[config.mk]
export PLATFORM = sky130hd
export DESIGN_NAME = global_prediction_top
export DESIGN_NICKNAME = d
export VERILOG_FILES = /design/src/verilog/bp_types_pkg.sv /design/src/verilog/bp_pipe_pkg.sv /design/src/verilog/global_history_register.sv /design/src/verilog/pattern_history_table.sv /design/src/verilog/branch_target_buffer.sv /design/src/verilog/mispredict_check.sv /design/src/verilog/program_counter.sv /design/src/verilog/global_prediction_top.sv
export VERILOG_INCLUDE_DIRS = /design/src /design/src/verilog
export SDC_FILE = /design/constraint.sdc
export NUM_CORES = 1
export LEC_CHECK = 0
export BUFFER_PORTS_ARGS = -buffer_cell sky130_fd_sc_hd__buf_4
export CAP_MARGIN = 20
export CORE_UTILIZATION = 40
export DETAILED_ROUTE_END_ITERATION = 16
export GPL_TIMING_DRIVEN = 0
export PLACE_DENSITY = 0.55
export SYNTH_ARGS = -nofsm -noshare
export SYNTH_HDL_FRONTEND = slang
export SYNTH_SLANG_ARGS = --single-unit
[constraint.sdc]
create_clock -name clk -period 8.45 [get_ports clk]
set_input_delay 0 -clock clk [delete_from_list [all_inputs] [get_ports clk]]
set_output_delay 0 -clock clk [all_outputs]
set_load 0.01 [all_outputs]
[src/verilog/bp_defs.svh]
`ifndef BP_DEFS_SVH
`define BP_DEFS_SVH

// Instruction address width
`define BP_ADDR_BITS 32

// Global history length in bits
`define BP_GHR_BITS 4

// Pattern history table depth
`define BP_PHT_ENTRIES 16

// Branch target buffer depth
`define BP_BTB_ENTRIES 16

// First fetch address out of reset
`define BP_RESET_VECTOR 32'h0000_1000

// Sequential fetch increment in bytes
`define BP_PC_STEP 4

`endif

[src/verilog/bp_types_pkg.sv]
`include "bp_defs.svh"

package bp_types_pkg;

    // Instruction address
    typedef logic [`BP_ADDR_BITS-1:0] addr_t;

    // Global history pattern
    typedef logic [`BP_GHR_BITS-1:0] ghr_t;

    // Counter index into the PHT
    typedef logic [$clog2(`BP_PHT_ENTRIES)-1:0] pht_idx_t;

    // BTB set index, PC bits 5:2
    typedef logic [$clog2(`BP_BTB_ENTRIES)-1:0] btb_idx_t;

    // BTB tag, PC bits 31:6
    // Width is address minus index minus the two byte-offset bits
    typedef logic [`BP_ADDR_BITS-$clog2(`BP_BTB_ENTRIES)-3:0] btb_tag_t;

    // 2-bit saturating counter
    typedef logic [1:0] ctr_t;

endpackage

[src/verilog/bp_pipe_pkg.sv]
package bp_pipe_pkg;

    // Prediction made at fetch, carried down the pipeline
    typedef struct packed {
        logic                 pred_taken;
        // Predicted next fetch address
        bp_types_pkg::addr_t  pred_target;
        // History before this fetch's shift-in
        bp_types_pkg::ghr_t   ghr_snap;
    } pred_t;

    // Outcome reported by execute
    typedef struct packed {
        logic                 valid;
        logic                 is_branch;
        logic                 is_jump;
        logic                 taken;
        bp_types_pkg::addr_t  pc;
        bp_types_pkg::addr_t  target;
        // Record returned from fetch
        pred_t                pred;
    } resolve_t;

    // Trap request, level signals
    typedef struct packed {
        logic                 exception;
        logic                 mret;
        bp_types_pkg::addr_t  trap_vector;
        bp_types_pkg::addr_t  epc;
    } trap_t;

endpackage

[src/verilog/global_history_register.sv]
`timescale 1ns/1ps

module global_history_register (
    input  logic               clk,
    input  logic               rst,
    input  logic               shift_en,
    input  logic               shift_bit,
    input  logic               repair_en,
    input  bp_types_pkg::ghr_t repair_ghr,
    output bp_types_pkg::ghr_t ghr
);

    always_ff @(posedge clk) begin
        if (rst) begin
            ghr <= '0;
        end else if (repair_en) begin
            // Mispredict repair overrides the speculative shift
            ghr <= repair_ghr;
        end else if (shift_en) begin
            // Newest outcome enters at bit 0
            ghr <= {ghr[$bits(ghr)-2:0], shift_bit};
        end
    end

    // History must stay known, otherwise the PHT index goes X
    a_ghr_known: assert property (
        @(posedge clk) disable iff (rst)
        !$isunknown(ghr)
    );

endmodule

[src/verilog/pattern_history_table.sv]
`timescale 1ns/1ps
`include "bp_defs.svh"

module pattern_history_table (
    input  logic                   clk,
    input  logic                   rst,
    input  bp_types_pkg::pht_idx_t rd_idx,
    output logic                   rd_taken,
    input  logic                   wr_en,
    input  bp_types_pkg::pht_idx_t wr_idx,
    input  logic                   wr_taken
);

    // Counter array
    bp_types_pkg::ctr_t ctr [`BP_PHT_ENTRIES];

    bp_types_pkg::ctr_t wr_old;

    // Prediction is the counter's upper bit
    assign rd_taken = ctr[rd_idx][1];

    assign wr_old = ctr[wr_idx];

    always_ff @(posedge clk) begin
        if (rst) begin
            // Every counter starts weakly not-taken
            for (int i = 0; i < `BP_PHT_ENTRIES; i++) begin
                ctr[i] <= 2'd1;
            end
        end else if (wr_en) begin
            if (wr_taken) begin
                // Saturate at strongly taken
                if (wr_old != 2'd3) begin
                    ctr[wr_idx] <= wr_old + 2'd1;
                end
            end else begin
                // Saturate at strongly not-taken
                if (wr_old != 2'd0) begin
                    ctr[wr_idx] <= wr_old - 2'd1;
                end
            end
        end
    end

    // Write index comes from the returned record and must be clean
    a_wr_idx_known: assert property (
        @(posedge clk) disable iff (rst)
        wr_en |-> !$isunknown(wr_idx)
    );

endmodule

[src/verilog/branch_target_buffer.sv]
`timescale 1ns/1ps
`include "bp_defs.svh"

module branch_target_buffer (
    input  logic                clk,
    input  logic                rst,
    input  bp_types_pkg::addr_t lookup_pc,
    output logic                hit,
    output bp_types_pkg::addr_t target,
    input  logic                wr_en,
    input  bp_types_pkg::addr_t wr_pc,
    input  bp_types_pkg::addr_t wr_target
);

    localparam int IDX_BITS = $bits(bp_types_pkg::btb_idx_t);

    // Entry storage
    logic                valid_q  [`BP_BTB_ENTRIES];
    bp_types_pkg::btb_tag_t tag_q [`BP_BTB_ENTRIES];
    bp_types_pkg::addr_t target_q [`BP_BTB_ENTRIES];

    bp_types_pkg::btb_idx_t lk_idx;
    bp_types_pkg::btb_tag_t lk_tag;
    bp_types_pkg::btb_idx_t wr_idx;
    bp_types_pkg::btb_tag_t wr_tag;

    // Index sits just above the byte offset, tag takes the rest
    assign lk_idx = lookup_pc[IDX_BITS+1:2];
    assign lk_tag = lookup_pc[`BP_ADDR_BITS-1:IDX_BITS+2];
    assign wr_idx = wr_pc[IDX_BITS+1:2];
    assign wr_tag = wr_pc[`BP_ADDR_BITS-1:IDX_BITS+2];

    // Combinational lookup
    assign hit    = valid_q[lk_idx] && (tag_q[lk_idx] == lk_tag);
    assign target = target_q[lk_idx];

    // Valid bits
    always_ff @(posedge clk) begin
        if (rst) begin
            for (int i = 0; i < `BP_BTB_ENTRIES; i++) begin
                valid_q[i] <= 1'b0;
            end
        end else if (wr_en) begin
            valid_q[wr_idx] <= 1'b1;
        end
    end

    // Tag and target payload
    always_ff @(posedge clk) begin
        if (wr_en) begin
            // Fill or replace, direct mapped
            tag_q[wr_idx]    <= wr_tag;
            target_q[wr_idx] <= wr_target;
        end
    end

endmodule

[src/verilog/mispredict_check.sv]
`timescale 1ns/1ps
`include "bp_defs.svh"

module mispredict_check (
    input  bp_pipe_pkg::resolve_t  resolve,
    output logic                   redirect,
    output bp_types_pkg::addr_t    redirect_pc,
    output bp_types_pkg::ghr_t     repair_ghr,
    output logic                   pht_wr,
    output bp_types_pkg::pht_idx_t pht_idx,
    output logic                   btb_wr
);

    localparam int GHR_BITS = $bits(bp_types_pkg::ghr_t);
    localparam int IDX_BITS = $bits(bp_types_pkg::pht_idx_t);

    bp_types_pkg::addr_t actual_next;
    bp_types_pkg::ghr_t  snap;

    assign snap = resolve.pred.ghr_snap;

    // Where fetch should have gone
    always_comb begin
        if (resolve.taken) begin
            actual_next = resolve.target;
        end else begin
            actual_next = resolve.pc + bp_types_pkg::addr_t'(`BP_PC_STEP);
        end
    end

    // Fetch guessed a different next address
    assign redirect    = resolve.valid && (actual_next != resolve.pred.pred_target);
    assign redirect_pc = actual_next;

    // Rebuild history from the fetch-time snapshot
    always_comb begin
        if (resolve.is_branch) begin
            repair_ghr = {snap[GHR_BITS-2:0], resolve.taken};
        end else begin
            // Jumps leave history untouched
            repair_ghr = snap;
        end
    end

    // Counter update only for conditional branches
    assign pht_wr  = resolve.valid && resolve.is_branch;
    // Same gshare hash that fetch used
    assign pht_idx = resolve.pc[IDX_BITS+1:2] ^ snap;

    // Learn targets of anything that actually went taken
    assign btb_wr = resolve.valid &&
                    ((resolve.is_branch && resolve.taken) || resolve.is_jump);

endmodule

[src/verilog/program_counter.sv]
`timescale 1ns/1ps
`include "bp_defs.svh"

module program_counter (
    input  logic                clk,
    input  logic                rst,
    input  bp_pipe_pkg::trap_t  trap,
    input  logic                redirect,
    input  bp_types_pkg::addr_t redirect_pc,
    input  logic                btb_hit,
    input  bp_types_pkg::addr_t btb_target,
    input  logic                pht_taken,
    output bp_types_pkg::addr_t fetch_pc,
    output bp_types_pkg::addr_t next_pc,
    output logic                pred_taken
);

    bp_types_pkg::addr_t seq_pc;
    bp_types_pkg::addr_t pc_d;

    assign seq_pc = fetch_pc + bp_types_pkg::addr_t'(`BP_PC_STEP);

    // Taken only when the BTB knows a target
    assign pred_taken = btb_hit && pht_taken;

    // Predicted path, ignores trap and redirect
    assign next_pc = pred_taken ? btb_target : seq_pc;

    // Priority select
    always_comb begin
        if (trap.exception) begin
            // Exception beats mret when both are raised
            pc_d = trap.trap_vector;
        end else if (trap.mret) begin
            pc_d = trap.epc;
        end else if (redirect) begin
            pc_d = redirect_pc;
        end else begin
            pc_d = next_pc;
        end
    end

    always_ff @(posedge clk) begin
        if (rst) begin
            fetch_pc <= `BP_RESET_VECTOR;
        end else begin
            fetch_pc <= pc_d;
        end
    end

    // Fetch stays on instruction boundaries
    a_fetch_aligned: assert property (
        @(posedge clk) disable iff (rst)
        fetch_pc[1:0] == 2'b00
    );

    // Resolved targets from execute must be aligned too
    a_redirect_aligned: assert property (
        @(posedge clk) disable iff (rst)
        redirect |-> (redirect_pc[1:0] == 2'b00)
    );

endmodule

[src/verilog/global_prediction_top.sv]
`timescale 1ns/1ps

module global_prediction_top (
    input  logic                  clk,
    input  logic                  rst,
    input  bp_pipe_pkg::resolve_t resolve,
    input  bp_pipe_pkg::trap_t    trap,
    output bp_types_pkg::addr_t   fetch_pc,
    output bp_pipe_pkg::pred_t    pred,
    output logic                  mispredict
);

    // Fetch side
    logic                   btb_hit;
    bp_types_pkg::addr_t    btb_target;
    logic                   pht_taken;
    bp_types_pkg::pht_idx_t pht_rd_idx;
    bp_types_pkg::addr_t    next_pc;
    logic                   pred_taken;
    bp_types_pkg::ghr_t     ghr;

    // Resolution side
    logic                   redirect;
    bp_types_pkg::addr_t    redirect_pc;
    bp_types_pkg::ghr_t     repair_ghr;
    logic                   pht_wr;
    bp_types_pkg::pht_idx_t pht_wr_idx;
    logic                   btb_wr;

    // gshare hash, PC bits 5:2 with current history
    assign pht_rd_idx = fetch_pc[$bits(pht_rd_idx)+1:2] ^ ghr;

    // Record for the pipeline to carry
    assign pred.pred_taken  = pred_taken;
    assign pred.pred_target = next_pc;
    assign pred.ghr_snap    = ghr;

    assign mispredict = redirect;

    global_history_register u_ghr (
        .clk        (clk),
        .rst        (rst),
        .shift_en   (btb_hit),
        .shift_bit  (pred_taken),
        .repair_en  (redirect),
        .repair_ghr (repair_ghr),
        .ghr        (ghr)
    );

    pattern_history_table u_pht (
        .clk      (clk),
        .rst      (rst),
        .rd_idx   (pht_rd_idx),
        .rd_taken (pht_taken),
        .wr_en    (pht_wr),
        .wr_idx   (pht_wr_idx),
        .wr_taken (resolve.taken)
    );

    branch_target_buffer u_btb (
        .clk       (clk),
        .rst       (rst),
        .lookup_pc (fetch_pc),
        .hit       (btb_hit),
        .target    (btb_target),
        .wr_en     (btb_wr),
        .wr_pc     (resolve.pc),
        .wr_target (resolve.target)
    );

    mispredict_check u_chk (
        .resolve     (resolve),
        .redirect    (redirect),
        .redirect_pc (redirect_pc),
        .repair_ghr  (repair_ghr),
        .pht_wr      (pht_wr),
        .pht_idx     (pht_wr_idx),
        .btb_wr      (btb_wr)
    );

    program_counter u_pc (
        .clk         (clk),
        .rst         (rst),
        .trap        (trap),
        .redirect    (redirect),
        .redirect_pc (redirect_pc),
        .btb_hit     (btb_hit),
        .btb_target  (btb_target),
        .pht_taken   (pht_taken),
        .fetch_pc    (fetch_pc),
        .next_pc     (next_pc),
        .pred_taken  (pred_taken)
    );

endmodule

# After elaboration in Yosys (flattened, before gate mapping)

Memory sizes are Yosys's and may differ from the RTL's. A register that Yosys moved wholly into a read port is not among the register bits.
Index checks and enable logic that the tools add are counted.

Bitwise logic cells: 3
Reductions and logical operators: 11
$add $sub $neg: 4
Mux-type cells: 34
Eq/ne operators: 3

Operators by type and width:

| kind                  | number |
|---|---|
| $mux 32               | 5 |
| $add 32x3->32 const B | 2 |
| $mux 4                | 8 |
| $ne 32x32->1          | 1 |
| $eq 26x26->1          | 1 |
| $mux 1                | 19 |
| $xor 4x4->4           | 2 |
| $logic_and 1x1->1     | 6 |
| $mux 2                | 2 |
| $reduce_bool 2->1     | 2 |
| $add 2x1->2 const B   | 1 |
| $ne 2x2->1 const B    | 1 |
| $reduce_or 2->1       | 1 |
| $sub 2x1->2 const B   | 1 |
| $logic_or 1x1->1      | 1 |
| $or 1x1->1            | 1 |
| $reduce_or 1->1       | 1 |

Memory bits (writable): 976
Memories: 4
Register bits after elaboration: 36
Logic and storage cells: 61
Input port bits: 173

Memory list:

| memory         | depth | bits a word | rd ports | clocked after memory_dff | wr ports | line                        | RTL |
|---|---|---|---|---|---|---|---|
| u_btb.target_q | 16    | 32          | 1        | 1                        | 1        | branch_target_buffer.sv:20  | `` bp_types_pkg::addr_t target_q [`BP_BTB_ENTRIES]; `` |
| u_btb.tag_q    | 16    | 26          | 1        | 1                        | 1        | branch_target_buffer.sv:19  | `` bp_types_pkg::btb_tag_t tag_q [`BP_BTB_ENTRIES]; `` |
| u_pht.ctr      | 16    | 2           | 2        | 0                        | 16       | pattern_history_table.sv:15 | `` bp_types_pkg::ctr_t ctr [`BP_PHT_ENTRIES]; `` |
| u_btb.valid_q  | 16    | 1           | 1        | 1                        | 16       | branch_target_buffer.sv:18  | `` logic valid_q [`BP_BTB_ENTRIES]; `` |

# Longest topological paths before layout

An unclocked memory read counts as a cell.

Word-level depth: 11
Mapped depth: 15

# Modules after synthesis

A second synthesis with hierarchy kept.

Cells, all modules: 2,498
Area, all modules: 43,759.5 um2

Modules (own cells, without submodules):

| module                  | cells an instance | instances | seq. area each (um2) | area each (um2) |
|---|---|---|---|---|
| branch_target_buffer    | 1,577             | 1         | 28,187.0             | 36,389.9 |
| program_counter         | 392               | 1         | 640.6                | 2,874.0 |
| mispredict_check        | 353               | 1         | 0.0                  | 2,283.4 |
| pattern_history_table   | 153               | 1         | 960.9                | 1,979.4 |
| global_history_register | 18                | 1         | 80.1                 | 190.2 |
| global_prediction_top   | 5                 | 1         | 0.0                  | 42.5 |

# Worst setup path before layout

No wires, ideal clock.

Path type: input to register
From: input resolve[101] (netlist name)
To: memory u_btb.tag_q[3][0] (netlist name) (enable)
Cell stages on the path: 6
Setup time: 0.548 ns
Slack: 2.882 ns
Data arrival time: 5.021 ns
Buffers on the path: 2
Cell sequence: clkbuf_1 -> clkbuf_1 -> a21oi_1 -> nor2b_1 -> nand2_1 -> nor3_1

Word-level cells in the longest chain between the ends: 5

Ends and longest elaborated chain:

| element                      | line                       | RTL |
|---|---|---|
| start, declared              | global_prediction_top.sv:6 | `input bp_pipe_pkg::resolve_t resolve,` |
| $logic_and 1x1->1            | mispredict_check.sv:52     | `((resolve.is_branch && resolve.taken) \|\| resolve.is_jump);` |
| $logic_or 1x1->1             | mispredict_check.sv:52     |  |
| $logic_and 1x1->1            | mispredict_check.sv:51     | `assign btb_wr = resolve.valid &&` |
| $mux 1                       | branch_target_buffer.sv:50 | `if (wr_en) begin` |
| $mux 1 (implied by the code) | branch_target_buffer.sv:52 | `tag_q[wr_idx] <= wr_tag;` |
| end, declared                | branch_target_buffer.sv:19 |  |

Every way passes these cells.

==> results.tsv <==
stage	metric	value	unit
cells_and_area	nets	3243	
synthesis	syn_area_per_cell	17.5	um2
pwr	Psw	2900	uW
cells_and_area	fillers	8989	
setup_path	Crit path required time	8450	ps
global_routing	remaining global-route overflow	0	
cells_and_area	area occupied by registers	0.0299	mm2
status	outcome	finished clean	
route	wire per inst	35.6	um
global_routing	number of global-route vias before repair	27500	
pwr	Flop pwr share	0.487	
setup_path	most frequent CP cell	buf_4	
synthesis	#FFs+latches synth	1012	
global_routing	Tot GR Track Use	0.292	
pwr	Sw Share	0.250	
floorplan	die area	0.110	mm2
pwr	pwr dens	217	mW/mm2
clock_network	CTS root buffer	clkbuf_16	
clock_network	H-Tree Depth	3	
sta	max-slew headroom at the worst pin	0.198	
pwr	Max VDD drop	222	uV
pwr	P_leak	0.0179	uW
setup_path	Worst Path Arrival	6300	ps
route	first-pass iteration count of the detailed router	5	
placed_design	PortBufs	237	
sta	pins over their slew limit	0	
cells_and_area	share of cells above drive strength 1	0.263	
clock_network	post-CTS sizing	0	
pwr	internal power	8700	uW
synthesis	top-area cell type share of the netlist area	0.660	
flow_run	Max-cap violations	0	
sta	RSZ-0062 raised after global routing	false	
setup_path	cell family with most CP delay	compound AO/OA/AOI/OAI gates	
floorplan	Die H	332	um
clock_network	clk_lat worst skew	720	ps
setup_path	crit start category	flop	
route	drt drc	0	
route	via count	27800	
route	Post-Route WL	162000	um
synthesis	Synth warnings	0	
sta	TNS Setup	0	ps
synthesis	Synth Cell Area	0.0437	mm2
floorplan	Die W	332	um
setup_path	Max stage delay cell, worst path	a2111oi_0	
setup_path	Crit. End Element	primary output	
cells_and_area	Design Area, Final	0.0534	mm2
cells_and_area	non-filler cells, final	4562	
worst_hold_path	min-delay worst type	in2reg	
setup_path	worst-path cell chain	clkbuf_1, buf_4, nor2_1, clkbuf_1, a22oi_1, a21boi_0, a2111oi_0, nand4_1, a211oi_1, nand4_1, buf_4, buf_6, mux2i_1, inv_1, buf_4	
sta	Clock Skew	39.7	ps
pwr	Clock Power Share	0.394	
cells_and_area	area of the multi-input gates	0.0129	mm2
sta	final hold violation count	0	
sta	fmax	159	MHz
synthesis	Netlist cell types	83	
synthesis	Synth Flop Type	edfxtp_1	
setup_path	Worst path max stage delay	730	ps
cells_and_area	area grow syn2layout	22.4	%
route	DR vias/cell	6.09	
global_routing	largest net degree at the start of global routing	24	
synthesis	Post-synth ARST share	0	
clock_network	CTS tree	yes	
placed_design	placed cell area	0.0485	mm2
pwr	Comb pwr share	0.119	
sta	Slew @ Worst Pin	1200	ps
placed_design	DPL Wire Length	119000	um
synthesis	sequential fraction of the synthesis area	0.684	
clock_network	cts bufs inserted	106	
global_routing	initial antenna violation count	16	
clock_network	CTS max path bufs	3	
cells_and_area	commonest cells after routing, fill and taps aside	edfxtp_1 (960), buf_4 (259), mux4_2 (237), mux2i_1 (165), dlygate4sd3_1 (146)	
setup_path	maximum fanout along the worst path	10	
floorplan	I/O pin total	243	
placed_design	Placed Cells	4212	
synthesis	Mapped Cells	2497	
floorplan	Core Box Area	0.108	mm2
sta	final worst path period share	0.746	
sta	Final setup violation count	0	
floorplan	row cnt	120	
clock_network	CTS clk-pin slew, worst paths	60	ps
global_routing	global-route wire length before repair	222000	um
synthesis	Post-synth EDFFs	960	
cells_and_area	final core occ	0.496	
route	DRT iter0 DRCs	3322	
setup_path	Crit Path Category	reg2out	
synthesis	Synth area leaders	edfxtp_1 (66%), mux4_2 (12%), mux2i_1 (3.8%)	
setup_path	Crit path buffers/inverters	7	
synthesis	Synth area leader	edfxtp_1	
synthesis	Post-Syn Nets	2675	
cells_and_area	most common cell after layout, fill and taps aside	edfxtp_1	
floorplan	starting density of the core	0.405	
sta	min Tclk post-route	6300	ps
placed_design	Final Wtd Congestion	0.969	
clock_network	Clock Sinks	1012	
route	Routed Antenna Nets	0	
==> logic make-up after synthesis <==
| group | after synthesis | share of synthesized area |
|---|---|---|
| and+or+nand+nor | 426 | 0.0503 |
| buffers and inverters | 205 | 0.0228 |
| AOI/OAI and AO/OA | 310 | 0.0530 |
| adders and majority gates | 5 | 0.00143 |
| DFF | 1012 | 0.684 |
| muxes | 412 | 0.163 |
| xor gates and xnor gates | 127 | 0.0255 |
==> through the flow <==
stage                     power [uW]  worst slack, ps  hold WS, ps
final                          11600             2150         62.4
after CTS                      11600             2190         4.34
after global placement          7030            -4750          309
after detailed placement        7050             2870          329
after floorplan                 6390             2880         98.9
after global routing           11900             2090         56.3
==> flip-flops by register name (all words and copies together), names as in the netlist <==
register	count
u_btb.target_q	512
u_btb.tag_q	416
u_btb.valid_q	16
u_pht.ctr	32
u_ghr.ghr	4
u_pc.fetch_pc	32
==> synthesized netlist by cell type, types with 13 or more instances <==
cell type and count:
mux2i_1 165, o221ai_1 25, a21o_1 20, buf_2 42
o21ai_0 20, nand2b_1 16, nor4_1 27, nor3_1 36
mux4_2 237, dfxtp_1 52, buf_4 19, nand3_1 34
a22oi_1 38, and3_1 23, o211ai_1 13, inv_1 56
nand2_1 102, clkbuf_1 61, a22o_1 13, nor2b_1 17
a21oi_1 41, edfxtp_1 960, nand4_1 25, nor2_1 97
xnor2_1 82, xor2_1 45, a211oi_1 30, o22ai_1 13
==> final timing paths <==
check / start / endpoint / slack, ps / cells past startpoint
worst min-delay path: resolve[103] / u_ghr.ghr[0]$_SDFFE_PP0P_ / 60 / 4
worst max-delay path: u_pc.fetch_pc[4]$_SDFF_PP0_ / pred[27] / 2150 / 15
worst max register to register: u_pc.fetch_pc[4]$_SDFF_PP0_ / u_pc.fetch_pc[23]$_SDFF_PP0_ / 2320 / 15
worst min register to register: u_btb.valid_q[10]$_DFF_P_ / u_btb.valid_q[10]$_DFF_P_ / 470 / 2
==> area by class of cell <==
cell class,instances,share of cell area
Inverter,60,0.00422
Buffer,145,0.0144
Clock inverter,66,0.0105
Antenna cell,4,0.000187
Multi-Input combinational cell,1280,0.241
Sequential cell,1012,0.559
Timing Repair Buffer,460,0.0841
Clock buffer,132,0.0532
Tap cell,1403,0.0329
==> timing repair <==
action,in CTS,in global routing
buffers inserted,0,0
endpoints found under the hold margin,964,0
hold buffers,146,0
==> power by group through the flow <==
stage	logic [uW]	clock network, uW	registers (uW)
6_report	1380	4560	5650
5_1_grt	1440	4810	5650
4_1_cts	1370	4620	5640
3_5_place_dp	1310	0	5750
3_3_place_gp	1270	0	5750
2_1_floorplan	672	0	5720
==> layer usage <==
layer / track usage / part of all wire / vias up
met4: 0.0702 / 0.025 / 16
met1: 0.405 / 0.42 / 14700
li1: - / - / 11300
met3: 0.0769 / 0.096 / 208
met2: 0.458 / 0.46 / 1511
met5: 0 / 0.00068 / -
==> worst register-to-register path: cells and delay by family, from the launching register on <==
family	cells	cell delay (ps)
buffers and inverters	6	2110
AOI/OAI and AO/OA	5	1980
and+or+nand+nor	3	870
DFF	1	570
muxes	1	490
Power figures use the tool's default switching activity.
